File: config.mk
export PLATFORM = sky130hd
export DESIGN_NAME = ms_timer
export DESIGN_NICKNAME = d
export VERILOG_FILES = /design/src/system_pkg.sv /design/src/ms_timer.sv
export SDC_FILE = /design/constraint.sdc
export NUM_CORES = 1
export LEC_CHECK = 0
export ABC_CLOCK_PERIOD_IN_PS = 3300
export BUFFER_PORTS_ARGS = -buffer_cell sky130_fd_sc_hd__buf_4
export CAP_MARGIN = 40
export CORE_UTILIZATION = 56
export CTS_BUF_LIST = sky130_fd_sc_hd__clkbuf_8
export CTS_CLUSTER_DIAMETER = 120
export DETAILED_ROUTE_END_ITERATION = 8
export PLACE_DENSITY = 0.79
export SKIP_LAST_GASP = 1
export SYNTH_ARGS = -nofsm -noshare
export SYNTH_HDL_FRONTEND = slang
export SYNTH_SLANG_ARGS = --single-unit
File: constraint.sdc
create_clock -name clk_24 -period 3.3 [get_ports clk_24]
set_input_delay 0.495 -clock clk_24 [delete_from_list [all_inputs] [get_ports clk_24]]
set_output_delay 0.495 -clock clk_24 [all_outputs]
set_load 0.01 [all_outputs]
File: src/system_pkg.sv
package system_pkg;

	// Widths that carry a meaning on the system bus
	typedef logic [15:0] bus_addr_t;
	typedef logic [7:0]  bus_data_t;
	typedef logic [15:0] ms_count_t;

	// AXI4-Lite signals driven by the external master
	typedef struct packed {
		logic      awvalid;
		bus_addr_t awaddr;
		logic      wvalid;
		bus_data_t wdata;
		logic      bready;
		logic      arvalid;
		bus_addr_t araddr;
		logic      rready;
	} axi_lite_req_t;

	// AXI4-Lite signals driven by the system
	typedef struct packed {
		logic       awready;
		logic       wready;
		logic       bvalid;
		logic [1:0] bresp;
		logic       arready;
		logic       rvalid;
		bus_data_t  rdata;
		logic [1:0] rresp;
	} axi_lite_rsp_t;

	// One single-cycle access on the internal bus
	typedef struct packed {
		bus_addr_t addr;
		bus_data_t wdata;
		logic      wr;
		logic      rd;
	} bus_access_t;

	typedef enum logic [2:0] {
		region_none,
		region_joystick,
		region_ps2_key,
		region_timer,
		region_pause,
		region_wkram
	} io_region_e;

	typedef enum logic [1:0] {
		st_idle,
		st_read,
		st_read_resp,
		st_write_resp
	} bus_state_e;

	// Memory map pages
	localparam logic [7:0]  joystick_page = 8'h81;
	localparam logic [7:0]  ps2_key_page  = 8'h86;
	localparam logic [7:0]  timer_page    = 8'h89;
	localparam logic [11:0] pause_page    = 12'h8A3;
	localparam logic [1:0]  wkram_top     = 2'b11;

	localparam logic [1:0] resp_okay = 2'b00;

endpackage

File: src/ms_timer.sv
`timescale 1ns/1ps

module ms_timer
	import system_pkg::*;
#(
	parameter int cycles_per_ms = 24000
)
(
	input  logic      clk_24,
	input  logic      reset,
	input  logic      restart,
	output ms_count_t count
);

	localparam int presc_width = $clog2(cycles_per_ms + 1);
	localparam logic [presc_width-1:0] presc_last = presc_width'(cycles_per_ms - 1);

	logic [presc_width-1:0] prescaler;

	always_ff @(posedge clk_24)
	begin
		if (reset || restart)
		begin
			prescaler <= '0;
			count     <= '0;
		end
		else if (prescaler == presc_last)
		begin
			prescaler <= '0;
			// Wraps at 16 bits
			count     <= count + 1'b1;
		end
		else
		begin
			prescaler <= prescaler + 1'b1;
		end
	end

	assert property (@(posedge clk_24) disable iff (reset)
		prescaler < presc_width'(cycles_per_ms));

endmodule

==> impl_summary.md <==
Status
The flow ran to the end, and the final reports show no timing, DRC or antenna violations.

CTS
Clock-pin slew was measured on the worst setup and hold paths at approximately 0.07 ns. The number of clock buffers added by TritonCTS is 5. TritonCTS built the clock tree. After clock tree synthesis, the flow added hold-fix buffers numbering 0.

After clock tree synthesis, the setup repair step added 0 buffers. The clock tree root buffer cell is clkbuf_8. The H-tree level count is 2. Counting every sink on the clock net gives 31.

The number of cells upsized or downsized after cts is 0. The later-pin clock latency in the skew report is between 0.2 and 0.3 ns. The maximum root-to-sink buffer count is 2.

Final layout
The post-layout net count is approximately 190. The library cell used most frequently in the layout, excluding fill and tap cells, is dfxtp_1. The count of antenna diodes in the layout is 0. Of the cells placed in the final design, the portion with a size suffix greater than 1 is 0.1444. From synthesis to final layout, the design area changed by 15.84%. In the layout the commonest cells are dfxtp_1, nor2_1, buf_4, a21oi_1.

Power and ir drop
VDD sags by at most 0.0003339 V. The total leakage power is 0.5257 nW. The power density normalized to cell area is 415.8 mW/mm2.

Place
The final weighted congestion in routability-driven placement is roughly 0.9. The detailed placer's ending HPWL is 2168 um. Timing analysis after detailed placement gives a worst setup slack of between 1 and 1.5 ns. The number of buffer cells added on primary ports is 18.

Die
The die covers ~0.0027 mm2. From bottom edge to top edge, the die measures around 52 um. The starting density of the core is 0.6155. The initialized floorplan defines 17 standard-cell rows. The total area inside the core boundary comes to roughly 0.0023 mm2. The overall die width is ~52 um. The number of top-level pins is 19.

Worst setup path
Data arrives at the worst endpoint at approximately 2.5 ns. The most critical setup path has its startpoint at prescaler[9]. Data on the critical path is required at its endpoint by 3.51 ns. The path depth of the worst reg2reg path is 4. The worst setup path is captured at a flip-flop. In this run the worst path has a maximum fanout of 32. In this run the critical register-to-register path is launched from prescaler[9]. The critical path is of the flip-flop to flip-flop type. STA classifies the critical path startpoint as a flip-flop.

Timing
Adding up every negative setup slack in the final design gives 0 ns. Derived from the worst setup path, the maximum achievable clock frequency is roughly 440 MHz. The final-report hold violation count is 0. Setup repair after global routing left no endpoint under its margin.

The share of the cycle needed by the critical path after routing is 0.6946. Setup violations remaining at the end of the flow were counted as 0. The clock arrives with between 0.009 and 0.01 ns of skew. The worst-case headroom to the max-slew limit is 0.7075.

The count of final max-slew check failures was 0. The clock period minus worst slack is 2.292 ns. The slew at the pin closest to its max-slew limit is between 0.4 and 0.5 ns. Setup slack on the critical path of the routed design comes to 1.008 ns.

Global routing
The largest net degree at the start of global routing is 33. Across every metal layer, demand over resource in global routing totals 0.2645. The global-route wire length before repair is between 5000 and 6000 um. The number of antenna violations at the first check in global routing is 0.

Summed over all layers, the global routing overflow is 0. The number of global-route vias before repair came to roughly 1,200.

Yosys
The number of distinct library cell variants in the gate-level netlist after synthesis is 26. The largest total area in the synthesized netlist belongs to dfxtp_1. The cell count after synthesis came out at 170. The async set or reset register ratio after synthesis is 0. By area the synthesized netlist is led by dfxtp_1, xnor2_1, or3_1. The portion of synthesized cell area occupied by the leading cell type is 0.4389. The per-instance average area after synthesis is about 8.3 um2. The synthesized design contains 0 enable-type register cells.

The part of the Yosys area used for sequential elements is 0.4389. The number of warnings printed during yosys synthesis is 0. The mapped cell area is about 0.0014 mm2. The most used flip-flop cell after synthesis is dfxtp_1. Counting flops and latches in the post-synthesis netlist gives 31. When the netlist entered floorplanning its net count stood at between 150 and 200.

Worst hold path
The hold-critical path depth is 1. The startpoint of the lowest-slack hold path is prescaler[0]. The worst min-delay path class is flip-flop to flip-flop.

Detailed routing
The number of remaining DRC errors is 0. The post-detailed-route via-to-cell ratio is 6.060. The mean routed wirelength per cell is 14.23 um. Wires add up to about 3100 um. For this block, the via count after detailed routing is roughly 1,300. The detailed router finished its first iteration with 35 violations. Before antenna repair, the detailed router went through 4 iterations. The detail route stage leaves a number of antenna-violating nets equal to 0.

Flow run
Across the run, the number of max-cap violations was 0.
==> cell type report <==
cell class | count | area (um2)
Fill cell | 184 | 659.4
Sequential cell | 31 | 620.6
Timing Repair Buffer | 18 | 135.1
Tap cell | 28 | 35.03
Clock inverter | 1 | 5.005
Clock buffer | 6 | 82.58
Inverter | 3 | 11.26
Multi-Input combinational cell | 128 | 748.2
==> state kept, by name (all words and copies together) (netlist names) <==
signal	cells
count	16
prescaler	15
==> path summary, 6_finish.rpt <==
| check | endpoint | slack (ns) |
|---|---|---|
| setup reg to reg | count[13] | 1.01 |
| hold / removal | prescaler[0] | 0.45 |
| setup / recovery | count[13] | 1.01 |
| hold reg to reg | prescaler[0] | 0.45 |
==> Yosys cell counts, types with 2 or more instances <==
| master | count |
|---|---|
| inv_1 | 3 |
| nor2_1 | 20 |
| dfxtp_1 | 31 |
| buf_2 | 2 |
| nand3_1 | 12 |
| ha_1 | 2 |
| o21ai_0 | 13 |
| xnor2_1 | 11 |
| xor2_1 | 3 |
| and3_1 | 3 |
| a21oi_1 | 14 |
| or4_1 | 3 |
| clkbuf_1 | 5 |
| nor4_1 | 4 |
| nor3_1 | 3 |
| and4_1 | 2 |
| nand4_1 | 11 |
| or3_1 | 13 |
| nand2_1 | 8 |
==> worst max-delay path, stage by stage (launching register included) <==
cell and delay, ns:
dfxtp_1 0.34, or4b_1 0.52, or4_4 0.69, or4_1 0.54, a21oi_1 0.14
==> through the flow <==
stage / utilization / total power [mW] / hold WS [ns] / instances / instance area [um2]
final: 0.7130 / 0.6810 / 0.4477 / 215 / 1638
after floorplan: - / 0.3912 / 0.4175 / 170 / 1414
after CTS: 0.7130 / 0.6839 / 0.4528 / 215 / 1638
after global routing: 0.7130 / 0.7031 / 0.4652 / 215 / 1638
after detailed placement: 0.6748 / 0.3948 / 0.4375 / 208 / 1550
after global placement: 0.6748 / 0.3941 / 0.4256 / 208 / 1550
==> metal layers <==
metal / global-route usage / wire length [um] / part of all wire / up-vias
met5: 0 / 0 / 0 / -
met4: 0.09649 / 33 / 0.011 / 0
li1: - / - / - / 647
met3: 0.07246 / 172 / 0.056 / 8
met1: 0.3556 / 1443 / 0.47 / 610
met2: 0.4038 / 1410 / 0.46 / 38
==> cell families (layout without fill, tap and decap cells) <==
kind of cell             Yosys count  in the layout  share of synthesized area
AO/OA/AOI/OAI                     28             28                     0.1009
XOR/XNOR                          14             14                    0.08673
adder cells (fa/ha/maj)            2              2                    0.01770
buffers and inverters             11             28                    0.03186
flip-flops                        31             31                     0.4389
multiplexers                       1              1                   0.007080
AND/OR/NAND/NOR                   83             83                     0.3168
==> power by group <==
part	switching (mW)	internal (mW)	total, mW	leakage [nW]
Clock	0.131	0.163	0.295	0.0470
Combinational	0.00714	0.00299	0.0101	0.229
Sequential	0.000887	0.375	0.376	0.250
Total	0.139	0.542	0.681	0.526
No activity file was read; power rests on OpenSTA's default activity.
