$ cat src/system_pkg.sv
package system_pkg;

	// Widths that carry a meaning on the system bus
	typedef logic [15:0] bus_addr_t;
	typedef logic [7:0]  bus_data_t;
	typedef logic [15:0] ms_count_t;

	// AXI4-Lite signals driven by the external master
	typedef struct packed {
		logic      awvalid;
		bus_addr_t awaddr;
		logic      wvalid;
		bus_data_t wdata;
		logic      bready;
		logic      arvalid;
		bus_addr_t araddr;
		logic      rready;
	} axi_lite_req_t;

	// AXI4-Lite signals driven by the system
	typedef struct packed {
		logic       awready;
		logic       wready;
		logic       bvalid;
		logic [1:0] bresp;
		logic       arready;
		logic       rvalid;
		bus_data_t  rdata;
		logic [1:0] rresp;
	} axi_lite_rsp_t;

	// One single-cycle access on the internal bus
	typedef struct packed {
		bus_addr_t addr;
		bus_data_t wdata;
		logic      wr;
		logic      rd;
	} bus_access_t;

	typedef enum logic [2:0] {
		region_none,
		region_joystick,
		region_ps2_key,
		region_timer,
		region_pause,
		region_wkram
	} io_region_e;

	typedef enum logic [1:0] {
		st_idle,
		st_read,
		st_read_resp,
		st_write_resp
	} bus_state_e;

	// Memory map pages
	localparam logic [7:0]  joystick_page = 8'h81;
	localparam logic [7:0]  ps2_key_page  = 8'h86;
	localparam logic [7:0]  timer_page    = 8'h89;
	localparam logic [11:0] pause_page    = 12'h8A3;
	localparam logic [1:0]  wkram_top     = 2'b11;

	localparam logic [1:0] resp_okay = 2'b00;

endpackage

$ cat src/address_decoder.sv
`timescale 1ns/1ps

module address_decoder
	import system_pkg::*;
#(
	parameter int wkram_addr_width = 14
)
(
	input  bus_access_t access,
	output io_region_e  region,
	output bus_data_t   offset
);

	logic [7:0]  page;
	logic [13:0] wkram_index;
	logic        wkram_hit;

	assign page        = access.addr[15:8];
	assign wkram_index = access.addr[13:0];

	// RAM fills the window from 0xC000 upwards
	assign wkram_hit = (access.addr[15:14] == wkram_top)
		&& ((wkram_index >> wkram_addr_width) == 14'd0);

	always_comb
	begin
		if (wkram_hit)
			region = region_wkram;
		else if (page == joystick_page)
			region = region_joystick;
		else if (page == ps2_key_page)
			region = region_ps2_key;
		else if (page == timer_page)
			region = region_timer;
		else if (access.addr[15:4] == pause_page)
			region = region_pause;
		else
			region = region_none;
	end

	// Byte index within the input word
	always_comb
	begin
		unique case (region)
			region_joystick:
				offset = {6'd0, access.addr[1:0]};
			region_ps2_key, region_timer:
				offset = {7'd0, access.addr[0]};
			default:
				offset = '0;
		endcase
	end

endmodule

$ cat config.mk
export PLATFORM = sky130hd
export DESIGN_NAME = address_decoder
export DESIGN_NICKNAME = d
export VERILOG_FILES = /design/src/system_pkg.sv /design/src/address_decoder.sv
export SDC_FILE = /design/constraint.sdc
export NUM_CORES = 1
export LEC_CHECK = 0
export ABC_AREA = 1
export BUFFER_PORTS_ARGS = -buffer_cell sky130_fd_sc_hd__buf_2
export CORE_AREA = 2 2 39 41
export DETAILED_ROUTE_END_ITERATION = 10
export DIE_AREA = 0 0 41 43
export GPL_ROUTABILITY_DRIVEN = 1
export SYNTH_ARGS = -nofsm -noshare
export SYNTH_HDL_FRONTEND = slang
export SYNTH_SLANG_ARGS = --single-unit
$ cat constraint.sdc
create_clock -name vclk -period 1.24
set_input_delay 0 -clock vclk [all_inputs]
set_output_delay 0 -clock vclk [all_outputs]
set_load 0.05 [all_outputs]
==> flow_summary_export.csv, run 1 <==
group,metric,value,unit
outcome,status,"completed",
power,leakagePower,0.209,nW
worst_setup_path,critPathMaxStageDelay,260,ps
worst_hold_path,holdPathEnd,"offset[1]",
placement,io_buffers,19,
die,start_util,14.6,%
worst_setup_path,cp_slowest_cell,"buf_2",
sta,setup_viol,0,
route,drt_iter0_drc,0,
clock_network,cts_setup_buffers,0,
synth,ys_types,10,
job,drv_cap,0,
sta,setup_tns,0,ps
worst_setup_path,cp_cell_sequence,"buf_2, inv_1, nand2_2, nor2_4, nand3_1, nor2_1, buf_2",
worst_setup_path,path_class,"in -> out",
placement,routabilityCongestion,0.670,
synth,postSynthAreaPerCell,4.91,sq um
synth,ys_warn_count,0,
worst_setup_path,cp-end-kind,"output pin",
die,core,1380,sq um
finish,clock_buffers,0,
global_route,grt_overflow,0,
synth,syn-cell-area,201,sq um
sta,min_period_over_period,69.9,%
power,vdd_drop_max,0.0547,mV
route,wl_per_cell,6.28,um
die,fp-row-count,14,
global_route,first_global_vias,176,
route,drtPass1Iterations,1,
power,p_per_area,367,nW/um^2
worst_hold_path,hold_path.class,"in -> out",
sta,post-route-min-period,867,ps
placement,hpwl,449,um
synth,ys_seq_area_share,0,%
finish,fill_cells,166,
global_route,grt_max_degree,6,
global_route,antenna_found_initial,0,
finish,antennaDiodeCount,0,
sta,finalMaxSlewViolations,0,
worst_setup_path,cp_data_required_time,1240,ps
sta,fmax,1150,MHz
finish,regArea,0,sq um
finish,synthToLayoutAreaGrowth,44.1,%
clock_network,holdBufCountCts,0,
finish,nNetsFinal,87,
die,dieHeight,43,um
finish,layout-drive-gt1-share,40.7,%
worst_hold_path,hold_start,"access[11]",
synth,syn_inst,41,
worst_hold_path,whs_path_depth,4,
die,die_width,41,um
worst_setup_path,worst_setup_path_start_kind,"primary input",
worst_setup_path,crit_arrival,870,ps
worst_setup_path,cp_common_cell,"buf_2",
route,viasPerCell,3.45,
sta,hold_viol,0,
die,io_pins,37,
route,drcViolationCount,0,
global_route,track_usage,5.19,%
route,detail-route-antenna-nets,0,
global_route,grt_pass1_wl,676,um
sta,rsz0062_at_grt,"no",
worst_setup_path,critPathMaxFanout,5,
route,wl,471,um
die,die_area,1760,sq um
sta,hold_slack,362,ps
clock_network,cts_resized,0,
route,vias,259,
finish,numSequentialCells,0,
-- worst max-delay path by stage --
stage | startpoint | end | slack [ps] | cells past startpoint
floorplan | access[24] | offset[1] | 240 | 5
global placement | access[24] | offset[1] | 370 | 7
finish | access[24] | offset[1] | 370 | 7
CTS | access[24] | offset[1] | 350 | 7
global route | access[24] | offset[1] | 230 | 7
detailed placement | access[24] | offset[1] | 360 | 7
-- stage by stage --
step	instances	worst slack (ps)	area (sq um)	utilization, %	power [mW]
floorplan	46	236	220	-	0.0906
global placement	75	367	290	21.0	0.106
detailed placement	75	356	290	21.0	0.107
CTS	75	348	290	21.0	0.107
global route	75	234	290	21.0	0.116
finish	75	373	290	21.0	0.107
-- logic make-up (layout without fill, tap and decap cells) --
family                 count (synthesis)  after routing  share of synthesized area [%]
AND/OR/NAND/NOR                       25             25                           59.0
buffers and inverters                 15             28                           39.1
other                                  1              6                           1.86
-- area by class of cell --
type	count	area [sq um]	area share, %
Multi-Input combinational cell	31	141	48.7
Timing Repair Buffer	19	95.1	32.8
Inverter	9	33.8	11.6
Tap cell	16	20.0	6.90
-- worst max-delay path: cells and delay by family --
kind	cells	cell delay, ps
buf+inv	3	410
simple gates	4	450
-- synthesized netlist by cell type --
| cell | number | area [sq um] |
|---|---|---|
| nand2_1 | 10 | 37.5 |
| nor3_1 | 1 | 5.00 |
| nor2_1 | 5 | 18.8 |
| inv_1 | 9 | 33.8 |
| buf_4 | 6 | 45.0 |
| nand2_2 | 4 | 25.0 |
| conb_1 | 1 | 3.75 |
| nand3_1 | 3 | 15.0 |
| nand4_1 | 1 | 6.26 |
| nor2_4 | 1 | 11.3 |
-- cells in the final DEF, fill, tap and decap left out --
master,n
inv_1,9
conb_1,6
nor2_1,5
nand2_2,4
nor3_1,1
nand3_1,3
nand4_1,1
nand2_1,10
nor2_4,1
buf_2,19
-- power breakdown --
part / internal [mW] / switching, mW
Sequential: 0 / 0
Combinational: 0.0267 / 0.0800
Clock: 0 / 0
Total: 0.0267 / 0.0800
-- layer usage --
metal	GRT usage, %	wire (um)	vias to the layer above
met2	9.06	183	17
met3	0	82	0
li1	-	-	143
met1	7.28	205	99
met5	0	0	-
met4	0	0	0
No activity file was read; power rests on OpenSTA's default activity.
==> inputs of run 2 (changes only) <==
Clock period 1.24 ns to 0.8 ns, I/O delays scaled along.
==> flow_summary_export.csv, run 2 (synthesized netlist as in run 1, its figures left out) <==
group,metric,value,unit
route,drt_iter0_drc,2,
route,detail-route-antenna-nets,0,
clock_network,holdBufCountCts,0,
sta,hold_viol,0,
placement,io_buffers,19,
sta,min_period_over_period,99.1,%
finish,numSequentialCells,0,
power,vdd_drop_max,0.138,mV
finish,final_common_cell,"buf_2",
worst_setup_path,path_class,"in -> out",
placement,routabilityCongestion,0.637,
placement,hpwl,450,um
route,drcViolationCount,0,
global_route,track_usage,5.59,%
global_route,grt_pass1_wl,759,um
worst_hold_path,holdPathEnd,"offset[1]",
die,dieHeight,43,um
die,die_width,41,um
finish,layout-drive-gt1-share,59.0,%
sta,fmax,1260,MHz
finish,clock_buffers,0,
global_route,grt_max_degree,6,
sta,setup_viol,0,
route,vias,276,
power,p_per_area,513,nW/um^2
worst_hold_path,hold_path.class,"in -> out",
route,wl_per_cell,6.66,um
outcome,status,"completed",
sta,rsz0062_at_grt,"yes",
power,power.total,196,uW
die,core,1380,sq um
sta,finalMaxSlewViolations,0,
finish,mostFrequentLayoutCells,"buf_2, inv_1, nand2_1, conb_1, nand2_2",
worst_setup_path,critPathMaxFanout,5,
die,die_area,1760,sq um
job,drv_cap,0,
finish,regArea,0,sq um
finish,synthToLayoutAreaGrowth,90.1,%
worst_setup_path,critPathMaxStageDelay,170,ps
global_route,antenna_found_initial,0,
worst_setup_path,cp_data_required_time,800,ps
worst_setup_path,cp_slowest_cell,"nor2_4",
route,drtPass1Iterations,2,
global_route,first_global_vias,214,
global_route,grt_overflow,0,
worst_setup_path,worst_setup_path_start_kind,"primary input",
die,io_pins,37,
worst_hold_path,hold_start,"access[11]",
die,start_util,14.6,%
finish,antennaDiodeCount,0,
sta,hold_slack,326,ps
route,viasPerCell,3.58,
worst_hold_path,whs_path_depth,4,
route,wl,513,um
sta,setup_tns,0,ps
worst_setup_path,cp_cell_sequence,"buf_6, inv_2, nand2_2, nor2_4, nand2_2, nand2_4, nand2_4, nand2_4, buf_8",
worst_setup_path,crit_arrival,790,ps
power,leakagePower,0.233,nW
die,fp-row-count,14,
finish,nNetsFinal,89,
worst_setup_path,cp_common_cell,"nand2_4",
sta,post-route-min-period,793,ps
worst_setup_path,cp-end-kind,"output pin",
clock_network,cts_setup_buffers,0,
## run 2: where the power goes
| part | internal [mW] | leakage, nW | switching (mW) | total (mW) |
|---|---|---|---|---|
| clock | 0 | 0 | 0 | 0 |
| combinational | 0.0610 | 0.233 | 0.135 | 0.196 |
| sequential | 0 | 0 | 0 | 0 |
| total | 0.0610 | 0.233 | 0.135 | 0.196 |
## run 2: final cells by class
cell class / count / area, sq um
fill: 161 / 1000
tap: 16 / 20.0
timing repair buffer: 21 / 148
inverter: 9 / 33.8
multi-input combinational: 31 / 181
## run 2: critical path, delay by kind of cell
| kind | cells | cell delay [ps] |
|---|---|---|
| AND/OR/NAND/NOR | 6 | 520 |
| buffers and inverters | 3 | 270 |
## run 2: what timing repair did
item / CTS / global route
gates cloned: 0 / 0
pin swaps: 2 / 9
setup endpoints to repair: 4 / 5
resized for setup: 10 / 12
## run 2: how the worst max path moves through the flow
stage / cells after the start / startpoint / slack [ps] / endpoint
finish: 9 / access[24] / 7 / offset[0]
CTS: 7 / access[22] / -10 / offset[0]
global placement: 9 / access[24] / -100 / offset[0]
detailed placement: 9 / access[24] / -110 / offset[0]
floorplan: 5 / access[24] / 10 / offset[1]
global route: 9 / access[24] / -60 / offset[0]
## run 2: metal layers
layer | wire length (um) | global-route usage, % | share of wire, % | vias to the layer above
li1 | - | - | - | 147
met1 | 227 | 8.54 | 44 | 113
met2 | 228 | 9.06 | 44 | 16
met3 | 57 | 0 | 11 | 0
met4 | 0 | 0 | 0 | 0
met5 | 0 | 0 | 0 | -
## run 2: stage by stage
step                      area [sq um]  util (%)  worst slack, ps  cells
final                              383      27.7             7.04     77
after global routing               383      27.7            -56.6     77
after CTS                          350      25.3            -12.5     77
after detailed placement           320      23.1             -114     77
after global placement             320      23.1            -95.6     77
after floorplan                    235         -             10.1     46
==> inputs of run 3 (changes only) <==
Settings changed: REMOVE_ABC_BUFFERS from default to 1.
==> flow_summary_export.csv, run 3 (synthesized netlist as in run 1, its figures left out) <==
group,metric,value,unit
die,fp-row-count,14,
die,io_pins,37,
route,wl,491,um
placement,dp_worst_setup_slack,-60.1,ps
power,leakagePower,0.212,nW
sta,fmax,1290,MHz
worst_setup_path,critPathMaxFanout,5,
placement,io_buffers,19,
die,dieHeight,43,um
route,drt_iter0_drc,11,
finish,nNetsFinal,87,
clock_network,holdBufCountCts,0,
job,drv_cap,0,
outcome,status,"completed",
sta,setup_ws,27.6,ps
worst_setup_path,crit_arrival,770,ps
sta,min_period_over_period,96.6,%
worst_setup_path,cp-end-kind,"output pin",
placement,routabilityCongestion,0.760,
sta,hold_viol,0,
sta,setup_viol,0,
finish,mostFrequentLayoutCells,"buf_2, nand2_1, inv_1, conb_1",
route,detail-route-antenna-nets,0,
power,p_per_area,545,nW/um^2
global_route,antenna_found_initial,0,
die,die_area,1760,sq um
global_route,grt_overflow,0,
clock_network,cts_setup_buffers,0,
worst_setup_path,worst_setup_path_start_kind,"primary input",
worst_hold_path,hold_path.class,"in -> out",
finish,regArea,0,sq um
die,start_util,14.6,%
finish,fill_cells,164,
worst_hold_path,holdPathEnd,"offset[1]",
power,vdd_drop_max,0.182,mV
worst_setup_path,cp_cell_sequence,"buf_6, inv_2, nand2_2, nor2_4, nand2_2, nand2_2, nand2_1, nand2_1, buf_6",
global_route,track_usage,4.40,%
finish,layout-drive-gt1-share,50.8,%
route,drtPass1Iterations,2,
sta,setup_tns,0,ps
worst_setup_path,critPathMaxStageDelay,160,ps
route,viasPerCell,3.32,
global_route,first_global_vias,160,
finish,clock_buffers,0,
worst_setup_path,cp_slowest_cell,"nor2_4",
die,core,1380,sq um
finish,antennaDiodeCount,0,
global_route,grt_pass1_wl,593,um
sta,rsz0062_at_grt,"yes",
route,vias,249,
global_route,grt_max_degree,6,
finish,final_common_cell,"buf_2",
placement,hpwl,438,um
route,drcViolationCount,0,
finish,synthToLayoutAreaGrowth,67.1,%
sta,post-route-min-period,772,ps
worst_setup_path,cp_data_required_time,800,ps
finish,numSequentialCells,0,
worst_hold_path,hold_start,"access[11]",
worst_setup_path,cp_common_cell,"nand2_2",
sta,finalMaxSlewViolations,0,
worst_setup_path,path_class,"in -> out",
worst_hold_path,whs_path_depth,4,
route,wl_per_cell,6.55,um
die,die_width,41,um
run 3: changes by cell type in the layout (fill, tap and decap cells not counted):
| cell | delta |
|---|---|
| buf_6 | +1 |
| nor2_4 | -1 |
| clkbuf_4 | +1 |
| nor2_1 | +1 |
| nand2_4 | -3 |
| buf_8 | -1 |
| nand2_1 | +3 |
| buf_4 | -2 |
| buf_2 | -1 |
run 3: layer usage:
metal / track usage (%) / wire [um] / vias to the layer above
met5: 0 / 0 / -
met4: 0 / 0 / 0
met3: 0 / 53 / 0
met2: 6.25 / 209 / 14
met1: 7.59 / 228 / 91
li1: - / - / 144
run 3: per-stage QoR:
stage / hold slack [ps] / utilization (%) / instance area (sq um) / power (mW) / instances
floorplan: 215 / - / 175 / 0.117 / 40
global placement: 363 / 21.0 / 290 / 0.164 / 75
detailed placement: 365 / 21.0 / 290 / 0.166 / 75
CTS: 320 / 22.4 / 310 / 0.170 / 75
global route: 340 / 24.3 / 337 / 0.198 / 75
finish: 330 / 24.3 / 337 / 0.183 / 75
run 3: worst max path at each step:
stage	from	endpoint	cells past startpoint
floorplan	access[24]	offset[1]	5
global placement	access[24]	offset[0]	9
detailed placement	access[24]	offset[0]	9
CTS	access[24]	offset[0]	9
global route	access[23]	offset[0]	9
finish	access[23]	offset[0]	9
run 3: report_power, final:
| part | switching (mW) | internal, mW | leakage, nW |
|---|---|---|---|
| Sequential | 0 | 0 | 0 |
| Clock | 0 | 0 | 0 |
| Combinational | 0.129 | 0.0542 | 0.212 |
| Total | 0.129 | 0.0542 | 0.212 |
run 3: cell type report:
type | count | area, sq um | share of cell area (%)
Multi-Input combinational cell | 31 | 151 | 45.0
Inverter | 9 | 33.8 | 10.0
Timing Repair Buffer | 19 | 131 | 39.0
Tap cell | 16 | 20.0 | 5.95
run 3: what timing repair did:
item                       4_1_cts  5_1_grt
pin swaps                        0        6
setup endpoints to repair        3        5
gates resized for setup          6       11
run 3: worst max-delay path, delay by kind of cell:
family	cells	cell delay [ps]
buf+inv	3	290
simple gates	6	480
