--- src/system_pkg.sv ---
package system_pkg;

	// Widths that carry a meaning on the system bus
	typedef logic [15:0] bus_addr_t;
	typedef logic [7:0]  bus_data_t;
	typedef logic [15:0] ms_count_t;

	// AXI4-Lite signals driven by the external master
	typedef struct packed {
		logic      awvalid;
		bus_addr_t awaddr;
		logic      wvalid;
		bus_data_t wdata;
		logic      bready;
		logic      arvalid;
		bus_addr_t araddr;
		logic      rready;
	} axi_lite_req_t;

	// AXI4-Lite signals driven by the system
	typedef struct packed {
		logic       awready;
		logic       wready;
		logic       bvalid;
		logic [1:0] bresp;
		logic       arready;
		logic       rvalid;
		bus_data_t  rdata;
		logic [1:0] rresp;
	} axi_lite_rsp_t;

	// One single-cycle access on the internal bus
	typedef struct packed {
		bus_addr_t addr;
		bus_data_t wdata;
		logic      wr;
		logic      rd;
	} bus_access_t;

	typedef enum logic [2:0] {
		region_none,
		region_joystick,
		region_ps2_key,
		region_timer,
		region_pause,
		region_wkram
	} io_region_e;

	typedef enum logic [1:0] {
		st_idle,
		st_read,
		st_read_resp,
		st_write_resp
	} bus_state_e;

	// Memory map pages
	localparam logic [7:0]  joystick_page = 8'h81;
	localparam logic [7:0]  ps2_key_page  = 8'h86;
	localparam logic [7:0]  timer_page    = 8'h89;
	localparam logic [11:0] pause_page    = 12'h8A3;
	localparam logic [1:0]  wkram_top     = 2'b11;

	localparam logic [1:0] resp_okay = 2'b00;

endpackage

--- src/input_ports.sv ---
`timescale 1ns/1ps

module input_ports
	import system_pkg::*;
(
	input  logic        clk_24,
	input  logic        reset,
	input  bus_access_t access,
	input  io_region_e  region,
	input  bus_data_t   offset,
	input  logic [31:0] joystick,
	input  logic [10:0] ps2_key,
	input  logic        pause,
	input  ms_count_t   ms_count,
	output logic        timer_restart,
	output logic        pause_request,
	output bus_data_t   rdata
);

	io_region_e  region_q;
	bus_data_t   offset_q;
	logic [15:0] ps2_word;

	assign ps2_word      = {5'd0, ps2_key};
	assign timer_restart = access.wr && (region == region_timer);

	// Hold the read target so data lines up with the RAM latency
	always_ff @(posedge clk_24)
	begin
		if (reset)
			region_q <= region_none;
		else if (access.rd)
			region_q <= region;
		if (access.rd)
			offset_q <= offset;
	end

	always_comb
	begin
		unique case (region_q)
			region_joystick:
				rdata = joystick[{offset_q[1:0], 3'd0} +: 8];
			region_ps2_key:
				rdata = ps2_word[{offset_q[0], 3'd0} +: 8];
			region_timer:
				rdata = ms_count[{offset_q[0], 3'd0} +: 8];
			default:
				rdata = '0;
		endcase
	end

	// External pause has priority over a set request
	always_ff @(posedge clk_24)
	begin
		if (reset || pause)
			pause_request <= 1'b0;
		else if (access.wr && (region == region_pause))
			pause_request <= 1'b1;
	end

endmodule

--- config.mk ---
export PLATFORM = sky130hd
export DESIGN_NAME = input_ports
export DESIGN_NICKNAME = d
export VERILOG_FILES = /design/src/system_pkg.sv /design/src/input_ports.sv
export SDC_FILE = /design/constraint.sdc
export NUM_CORES = 1
export LEC_CHECK = 0
export ABC_AREA = 1
export BUFFER_PORTS_ARGS = -buffer_cell sky130_fd_sc_hd__clkbuf_2
export CAP_MARGIN = 20
export CORE_ASPECT_RATIO = 1.25
export CORE_UTILIZATION = 25
export DETAILED_ROUTE_END_ITERATION = 10
export SLEW_MARGIN = 20
export SYNTH_ARGS = -nofsm -noshare
export SYNTH_HDL_FRONTEND = slang
export SYNTH_SLANG_ARGS = --single-unit
--- constraint.sdc ---
create_clock -name clk_24 -period 1.5 [get_ports clk_24]
set_input_delay 0.075 -clock clk_24 [delete_from_list [all_inputs] [get_ports clk_24]]
set_output_delay 0.075 -clock clk_24 [all_outputs]
set_load 0.05 [all_outputs]
==> metrics.csv, run 1 <==
metric;value;unit
status;finished with violations;
failed_checks;negative setup slack;
initial_core_util;0.268;
nFillCells;372;
ff2ff_setup_slack;690;ps
die_h;68.6;um
slew_headroom;0.821;
crit_type;reg2out;
critPathMaxStageDelay;480;ps
cts-root-buf;clkbuf_8;
cts_buffers;3;
setup_violations;8;
fin_util;0.476;
drt_iter0_markers;63;
cts_tree;yes;
dp_hpwl;2230;um
routedWlPerCell;9.82;um
clkLatencyLatePin;220;ps
overflow;0;
drt_wl_total;2980;um
vdd_drop_max;0.000521;V
fin_ws;-78.0;ps
row_count;23;
crit_path_top_delay_cell;edfxtp_1;
period_share;1.05;
timing.fmax;634;MHz
track_usage;0.156;
syn_area;887;sq um
drc;0;
grt_pass1_wl;4770;um
ys_ff_latch;6;
cp-end-kind;output pin;
rsz0062_at_grt;yes;
io_pins;109;
clk_pin_slew_worst_paths;40;ps
power;0.917;mW
crit_chain;buf_4 -> buf_6 -> o21ai_1 -> o21ai_1 -> nand2_1 -> nand2_1 -> buf_8;
hold_class;in2reg;
grt_pass1_vias;1197;
critPathArrivalTime;1500;ps
detail-route-antenna-nets;0;
p_leak;0.923;nW
tightest_slew;269;ps
syn2layout_area_growth;77.7;%
antenna_found_initial;0;
fp.dieArea;0.00379;sq mm
dieWidth;55.3;um
hold_viol;0;
ys_types;17;
diodes;0;
io_buffers;78;
syn_inst;176;
dr.pass1.iters;4;
final.min_clock_period;1580;ps
nets;367;
crit_family;flip-flops;
crit_required;1420;ps
p_per_area;582;mW/mm^2
maxSlewViolCount;0;
syn_area_per_cell;5.04;sq um
cts.htree.levels;1;
startpoint_type;register;
grt_max_degree;12;
crit_buf_inv;3;
vias_per_cell;4.47;
core-area;0.00331;sq mm
ctsHoldBuffers;0;
cts_buffer_depth;2;
synth_fp_nets;275;
cap_violations;0;
cts.sinks;6;
skew;0;ps
synth_seq_area_share;0.158;
drive_gt1_frac;0.434;
gp_congestion;0.753;
cp_max_fo;4;
dr_total_vias;1360;
ys_warn_count;0;
[where the power goes]
part           internal (mW)  switching [mW]
Clock                  0.183          0.0687
Combinational          0.224           0.247
Sequential             0.181          0.0140
Total                  0.588           0.329
[final timing paths]
kind / start / endpoint / depth (start not counted)
min: pause / pause_request / 2
max: offset_q[0] / rdata[5] / 7
min reg2reg: region_q[0] / region_q[0] / 2
max reg2reg: region_q[1] / region_q[1] / 2
[repair_timing]
item                                   in CTS  in global routing
gates cloned                                1                  1
endpoints found under the hold margin       0                  0
gates resized for setup                    22                 21
pin swaps                                   3                  8
setup endpoints to repair                   8                  8
setup buffers                               8                  0
[logic make-up (layout without fill, tap and decap cells)]
group / Yosys count / count (layout) / synth area share
buffers and inverters: 34 / 125 / 0.183
and+or+nand+nor: 108 / 108 / 0.491
DFF: 6 / 6 / 0.158
AOI/OAI and AO/OA: 28 / 28 / 0.168
[stage by stage]
stage,instance area (sq um),setup WS [ps],hold WS (ps),setup TNS [ps],instances
after floorplan,887,185,152,0,176
after global placement,1340,69.9,243,0,290
after CTS,1530,-75.4,11.3,-436,303
final,1580,-78.0,14.2,-421,304
after global routing,1580,-158,8.70,-1180,304
after detailed placement,1340,52.3,247,0,290
[synth_stat cells (all sizes together)]
master  instances  area (sq um)
nand2          62           233
nand3          12          65.1
inv            27           101
o21ai          24           120
a31oi           1          6.26
dfxtp           4          80.1
nor3            2          10.0
nor2           32           128
buf             7          61.3
edfxtp          2          60.1
a211oi          3          22.5
[layout by cell type (no fill, tap or decap)]
master,netlist,routed
clkbuf_2,0,70
o21ai_0,3,1
nand3_1,11,11
edfxtp_1,2,2
inv_2,2,1
buf_12,0,2
nand2_2,0,6
clkbuf_8,0,3
buf_8,0,5
inv_1,25,25
o21ai_1,21,23
buf_6,3,4
nor2_1,29,23
dfxtp_1,4,3
nor2_2,3,7
a31oi_1,1,1
dfxtp_2,0,1
nor2_4,0,2
buf_4,3,13
nand2_1,62,56
inv_4,0,1
nor3_1,2,2
a211oi_1,3,3
clkbuf_1,0,1
nand3_4,0,1
[sequential cells by signal, summed over array words and instances, names as in the netlist]
| name | flops |
|---|---|
| pause_request | 1 |
| offset_q | 2 |
| region_q | 3 |
[layout make-up]
class	count	area [sq um]	share of cell area
Inverter	27	104	0.0659
Clock buffer	4	45.0	0.0286
Multi-Input combinational cell	136	632	0.401
Tap cell	37	46.3	0.0294
Timing Repair Buffer	94	608	0.386
Sequential cell	6	141	0.0897
[layer usage]
layer / global-route usage / share of wire / wire, um
met1: 0.168 / 0.39 / 1170
met2: 0.304 / 0.54 / 1600
met3: 0.0261 / 0.058 / 174
met4: 0.0688 / 0.012 / 36
met5: 0 / 0 / 0
No activity file was read; power rests on OpenSTA's default activity.
==> inputs of run 2 (changes only) <==
--- a/config.mk
+++ b/config.mk
@@ -8,7 +8,7 @@
 export ABC_AREA = 1
 export BUFFER_PORTS_ARGS = -buffer_cell sky130_fd_sc_hd__clkbuf_2
 export CAP_MARGIN = 20
-export CORE_ASPECT_RATIO = 1.25
+export CORE_ASPECT_RATIO = 0.7
 export CORE_UTILIZATION = 25
 export DETAILED_ROUTE_END_ITERATION = 10
 export SLEW_MARGIN = 20
==> constraint.sdc (replaced) <==
create_clock -name clk_24 -period 1.7 [get_ports clk_24]
set_input_delay 0.085 -clock clk_24 [delete_from_list [all_inputs] [get_ports clk_24]]
set_output_delay 0.085 -clock clk_24 [all_outputs]
set_load 0.05 [all_outputs]
==> metrics.csv, run 2 (same netlist as run 1, synthesis figures left out) <==
metric;value;unit;change
cp-end-kind;output pin;;unchanged
cts.sinks;6;;unchanged
timing.rr.start;region_q[2];;was region_q[1]
core-area;0.00325;sq mm;was 0.00331 sq mm
drc;0;;unchanged
top_usage_layer;met2;;unchanged
fin_ws;64.4;ps;was -78.0 ps
maxSlewViolCount;0;;unchanged
track_usage;0.147;;was 0.156
setup_violations;0;;was 8
r2r-end;region_q[2];;was region_q[1]
crit_required;1620;ps;was 1420 ps
grt_max_degree;20;;was 12
die_h;51.8;um;was 68.6 um
diodes;0;;unchanged
dp_hpwl;2240;um;was 2230 um
p_leak;0.861;nW;was 0.923 nW
fp.dieArea;0.00379;sq mm;about the same
power;0.767;mW;was 0.917 mW
grt_pass1_wl;4370;um;was 4770 um
slew_headroom;0.792;;was 0.821
ff_latch_area;144;sq um;was 141 sq um
endpoint;rdata[2];;was rdata[5]
crit_chain;buf_8 -> buf_4 -> o21ai_1 -> o21ai_1 -> nand2_1 -> nand2_1 -> clkbuf_4;;was buf_4 -> buf_6 -> o21ai_1 -> o21ai_1 -> nand2_1 -> nand2_1 -> buf_8
status;finished clean;;was finished with violations
clkLatencyLatePin;230;ps;was 220 ps
ctsHoldBuffers;0;;unchanged
p_per_area;523;mW/mm^2;was 582 mW/mm^2
dieWidth;73.2;um;was 55.3 um
clk_pin_slew_worst_paths;40;ps;about the same
cts.htree.levels;1;;unchanged
overflow;0;;unchanged
grt_use_met2;0.236;;was 0.304
post_dp_cell_area;0.00132;sq mm;was 0.00134 sq mm
grt_pass1_vias;1059;;was 1197
routedWlPerCell;9.59;um;was 9.82 um
use_met3;0.0252;;was 0.0261
cts_buffer_depth;2;;unchanged
reg.largest.list;region_q x3, offset_q x2, pause_request x1;;unchanged
cp_max_fo;16;;was 4
vdd_drop_max;0.000404;V;was 0.000521 V
fin_area;0.00147;sq mm;was 0.00158 sq mm
multi_input_area;633;sq um;was 632 sq um
period_share;0.962;;
dp_slack;184;ps;was 52.3 ps
final.min_clock_period;1640;ps;
crit_path_top_delay_cell;edfxtp_1;;unchanged
cts_buffers;3;;unchanged
dr_total_vias;1313;;was 1360
detail-route-antenna-nets;0;;unchanged
syn2layout_area_growth;65.4;%;was 77.7%
drt_iter0_markers;47;;was 63
nets;358;;was 367
nFillCells;390;;was 372
io_buffers;78;;unchanged
row_count;17;;was 23
hold_class;in2reg;;unchanged
antenna_found_initial;0;;unchanged
cap_violations;0;;unchanged
hold_viol;0;;unchanged
gp_congestion;0.723;;was 0.753
startpoint_type;register;;unchanged
drt_wl_total;2930;um;was 2980 um
ff2ff_path_depth;3;;was 2
final_cell_mix;clkbuf_2, nand2_1, nor2_1;;was clkbuf_2, nand2_1, inv_1
initial_core_util;0.273;;was 0.268
layout_commonest_cell;clkbuf_2;;unchanged
cts_tree;yes;;unchanged
grt_use_met1;0.197;;was 0.168
tightest_slew;312;ps;was 269 ps
vias_per_cell;4.30;;was 4.47
critPathArrivalTime;1550;ps;was 1500 ps
ff2ff_setup_slack;780;ps;was 690 ps
io_pins;109;;unchanged
cts-root-buf;clkbuf_8;;unchanged
drive_gt1_frac;0.384;;was 0.434
critPathLaunch;offset_q[0];;unchanged
dr.pass1.iters;4;;unchanged
skew;0;ps;unchanged
critPathMaxStageDelay;450;ps;was 480 ps
regMostFlops;region_q;;unchanged
largest_reg_flops;3;;unchanged
crit_type;reg2out;;unchanged
timing.fmax;611;MHz;
run 2: cell types whose count changed in the layout (fill, tap and decap cells not counted), moves of 4 or more:
| cell | previous run | this run |
|---|---|---|
| nor2_1 | 23 | 28 |
| buf_8 | 5 | 1 |
| buf_4 | 13 | 7 |
| nand2_1 | 56 | 61 |
| buf_6 | 4 | 0 |
| nand2_2 | 6 | 1 |
| nor2_2 | 7 | 1 |
run 2: what timing repair did:
action	4_1_cts	5_1_grt
pin swaps	0	2
buffers inserted	0	3
resized for setup	7	19
gates cloned	0	2
setup endpoints to repair	5	8
run 2: worst max-delay path, delay by kind of cell, from the launching register on:
| kind | cells | cell delay, ps |
|---|---|---|
| AOI/OAI and AO/OA | 2 | 200 |
| buffers and inverters | 3 | 560 |
| DFF | 1 | 450 |
| and+or+nand+nor | 2 | 120 |
run 2: routing by layer:
| layer | share of wire | routed length (um) |
|---|---|---|
| met5 | 0 | 0 |
| met4 | 0 | 0 |
| met3 | 0.086 | 251 |
| met2 | 0.41 | 1200 |
| met1 | 0.50 | 1470 |
run 2: stage by stage:
step	util	hold WS (ps)	TNS, ps	std cells
floorplan	-	162	0	176
global placement	0.406	253	0	296
detailed placement	0.406	255	0	296
CTS	0.428	17.2	0	300
global route	0.451	23.8	-1.44	305
finish	0.451	18.6	0	305
run 2: cell type report:
| type | instances | area share |
|---|---|---|
| Clock buffer | 4 | 0.0307 |
| Inverter | 27 | 0.0725 |
| Multi-Input combinational cell | 138 | 0.431 |
| Sequential cell | 6 | 0.0980 |
| Tap cell | 47 | 0.0401 |
| Timing Repair Buffer | 83 | 0.327 |
run 2: report_power, final:
group          internal, mW  switching, mW
combinational         0.158          0.203
clock                 0.162         0.0684
sequential            0.160         0.0162
total                 0.480          0.288
run 2: worst min path at each step:
stage / start / end / cells past startpoint
2_1_floorplan: reset / pause_request / 1
3_3_place_gp: pause / pause_request / 2
3_5_place_dp: pause / pause_request / 2
4_1_cts: pause / pause_request / 2
5_1_grt: pause / pause_request / 2
6_report: pause / pause_request / 2
==> inputs of run 3 (changes only) <==
==> constraint.sdc (replaced) <==
create_clock -name clk_24 -period 1.7 [get_ports clk_24]
set_input_delay 0.17 -clock clk_24 [delete_from_list [all_inputs] [get_ports clk_24]]
set_output_delay 0.17 -clock clk_24 [all_outputs]
set_load 0.05 [all_outputs]
==> metrics.csv, run 3 (same netlist as run 1, synthesis figures left out) <==
metric;value;unit;change
switching_share;0.367;;was 0.375
p_int;0.492;mW;was 0.480 mW
clkLatencyLatePin;230;ps;about the same
setup_violations;0;;unchanged
crit_type;reg2out;;unchanged
hold_viol;0;;unchanged
cp-end-kind;output pin;;unchanged
slew_headroom;0.791;;was 0.792
cap_violations;0;;unchanged
final.min_clock_period;1620;ps;was 1640 ps
reg.largest.list;region_q x3, offset_q x2, pause_request x1;;unchanged
dp_hpwl;2250;um;was 2240 um
clockPowerShare;0.297;;was 0.300
endpoint;rdata[2];;unchanged
drc;0;;unchanged
fp.dieArea;0.00379;sq mm;unchanged
io_pins;109;;unchanged
netSwitchingPower;0.286;mW;was 0.288 mW
tightest_slew;313;ps;was 312 ps
status;finished clean;;unchanged
syn2layout_area_growth;68.5;%;was 65.4%
layoutNonFillerInstCount;307;;was 305
critPathArrivalTime;1450;ps;was 1550 ps
layout_commonest_cell;clkbuf_2;;unchanged
cts_buffer_depth;2;;unchanged
critPathLaunch;offset_q[0];;unchanged
drt_wl_total;2820;um;was 2930 um
detail-route-antenna-nets;0;;unchanged
core-area;0.00325;sq mm;unchanged
dr_total_vias;1317;;was 1313
ctsHoldBuffers;0;;unchanged
cts.htree.levels;1;;unchanged
overflow;0;;unchanged
die_h;51.8;um;unchanged
cts.sinks;6;;unchanged
grt_pass1_vias;1082;;was 1059
antenna_found_initial;0;;unchanged
dp.cells;300;;was 296
clk_pin_slew_worst_paths;40;ps;about the same
final_cell_mix;clkbuf_2, nand2_1, nor2_1;;unchanged
cts_buffers;3;;unchanged
ff2ff_path_depth;2;;was 3
regMostFlops;region_q;;unchanged
io_buffers;78;;unchanged
vias_per_cell;4.29;;was 4.30
row_count;17;;unchanged
cts-root-buf;clkbuf_8;;unchanged
rsz0062_at_grt;yes;;
routedWlPerCell;9.18;um;was 9.59 um
timing.rr.start;region_q[2];;unchanged
pwr-share-comb;0.482;;was 0.471
r2r-end;region_q[2];;unchanged
fin_util;0.459;;was 0.451
hold_class;in2reg;;unchanged
maxSlewViolCount;0;;unchanged
p_per_area;520;mW/mm^2;was 523 mW/mm^2
drt_iter0_markers;45;;was 47
gp_congestion;0.732;;was 0.723
grt_pass1_wl;4280;um;was 4370 um
diodes;0;;unchanged
cts_tree;yes;;unchanged
period_share;0.951;;was 0.962
ff2ff_setup_slack;940;ps;was 780 ps
initial_core_util;0.273;;unchanged
p_leak;0.884;nW;was 0.861 nW
pwr-share-seq;0.222;;was 0.229
crit_required;1530;ps;was 1620 ps
grt_max_degree;26;;was 20
dieWidth;73.2;um;unchanged
drive_gt1_frac;0.388;;was 0.384
dr.pass1.iters;4;;unchanged
vdd_drop_max;0.000390;V;was 0.000404 V
timing.fmax;618;MHz;was 611 MHz
largest_reg_flops;3;;unchanged
cp_max_fo;13;;was 16
track_usage;0.142;;was 0.147
skew;0;ps;unchanged
startpoint_type;register;;unchanged
nets;360;;was 358
run 3: how the worst min path moves through the flow:
| stage | cells past startpoint | start | slack, ps | end |
|---|---|---|---|---|
| CTS | 2 | pause | 100 | pause_request |
| finish | 2 | pause | 100 | pause_request |
| global route | 2 | pause | 110 | pause_request |
| global placement | 2 | pause | 340 | pause_request |
| floorplan | 1 | reset | 250 | pause_request |
| detailed placement | 2 | pause | 340 | pause_request |
run 3: metal layers:
layer	part of all wire	track usage	vias to the layer above	wire length, um
li1	-	-	713	-
met1	0.49	0.190	546	1370
met2	0.41	0.233	55	1150
met3	0.094	0.0213	3	266
met4	0.0078	0.0490	0	22
met5	0	0	-	0
run 3: critical path, stage by stage, from the launching register on:
cell	delay, ps
edfxtp_1	420
buf_6	170
buf_4	140
o21ai_1	120
o21ai_1	70
nand2_1	70
nand2_1	70
buf_6	150
run 3: timing repair:
item	4_1_cts	5_1_grt
cloned	0	1
resized for setup	6	23
endpoints found under the setup margin	8	8
buffers inserted	1	1
pin swaps	0	1
run 3: area by class of cell:
type	count	area, sq um
flip-flops and latches	6	144
inverters	27	104
well taps	47	58.8
multi-input cells	137	613
repair buffers	86	531
fillers	379	1760
clock buffers	4	45.0
run 3: power groups by stage:
stage / clock network [mW] / logic [mW] / registers (mW)
floorplan: 0 / 0.206 / 0.171
global placement: 0 / 0.341 / 0.176
detailed placement: 0 / 0.343 / 0.176
CTS: 0.232 / 0.359 / 0.167
global route: 0.248 / 0.415 / 0.174
finish: 0.231 / 0.375 / 0.172
run 3: through the flow:
| stage | area, sq um | hold slack (ps) | worst slack [ps] | power (mW) | setup TNS, ps |
|---|---|---|---|---|---|
| floorplan | 887 | 247 | 250 | 0.377 | 0 |
| global placement | 1360 | 338 | 172 | 0.517 | 0 |
| detailed placement | 1360 | 337 | 167 | 0.519 | 0 |
| CTS | 1430 | 101 | 3.37 | 0.759 | 0 |
| global route | 1500 | 111 | -9.22 | 0.836 | -17.5 |
| finish | 1500 | 102 | 82.7 | 0.778 | 0 |
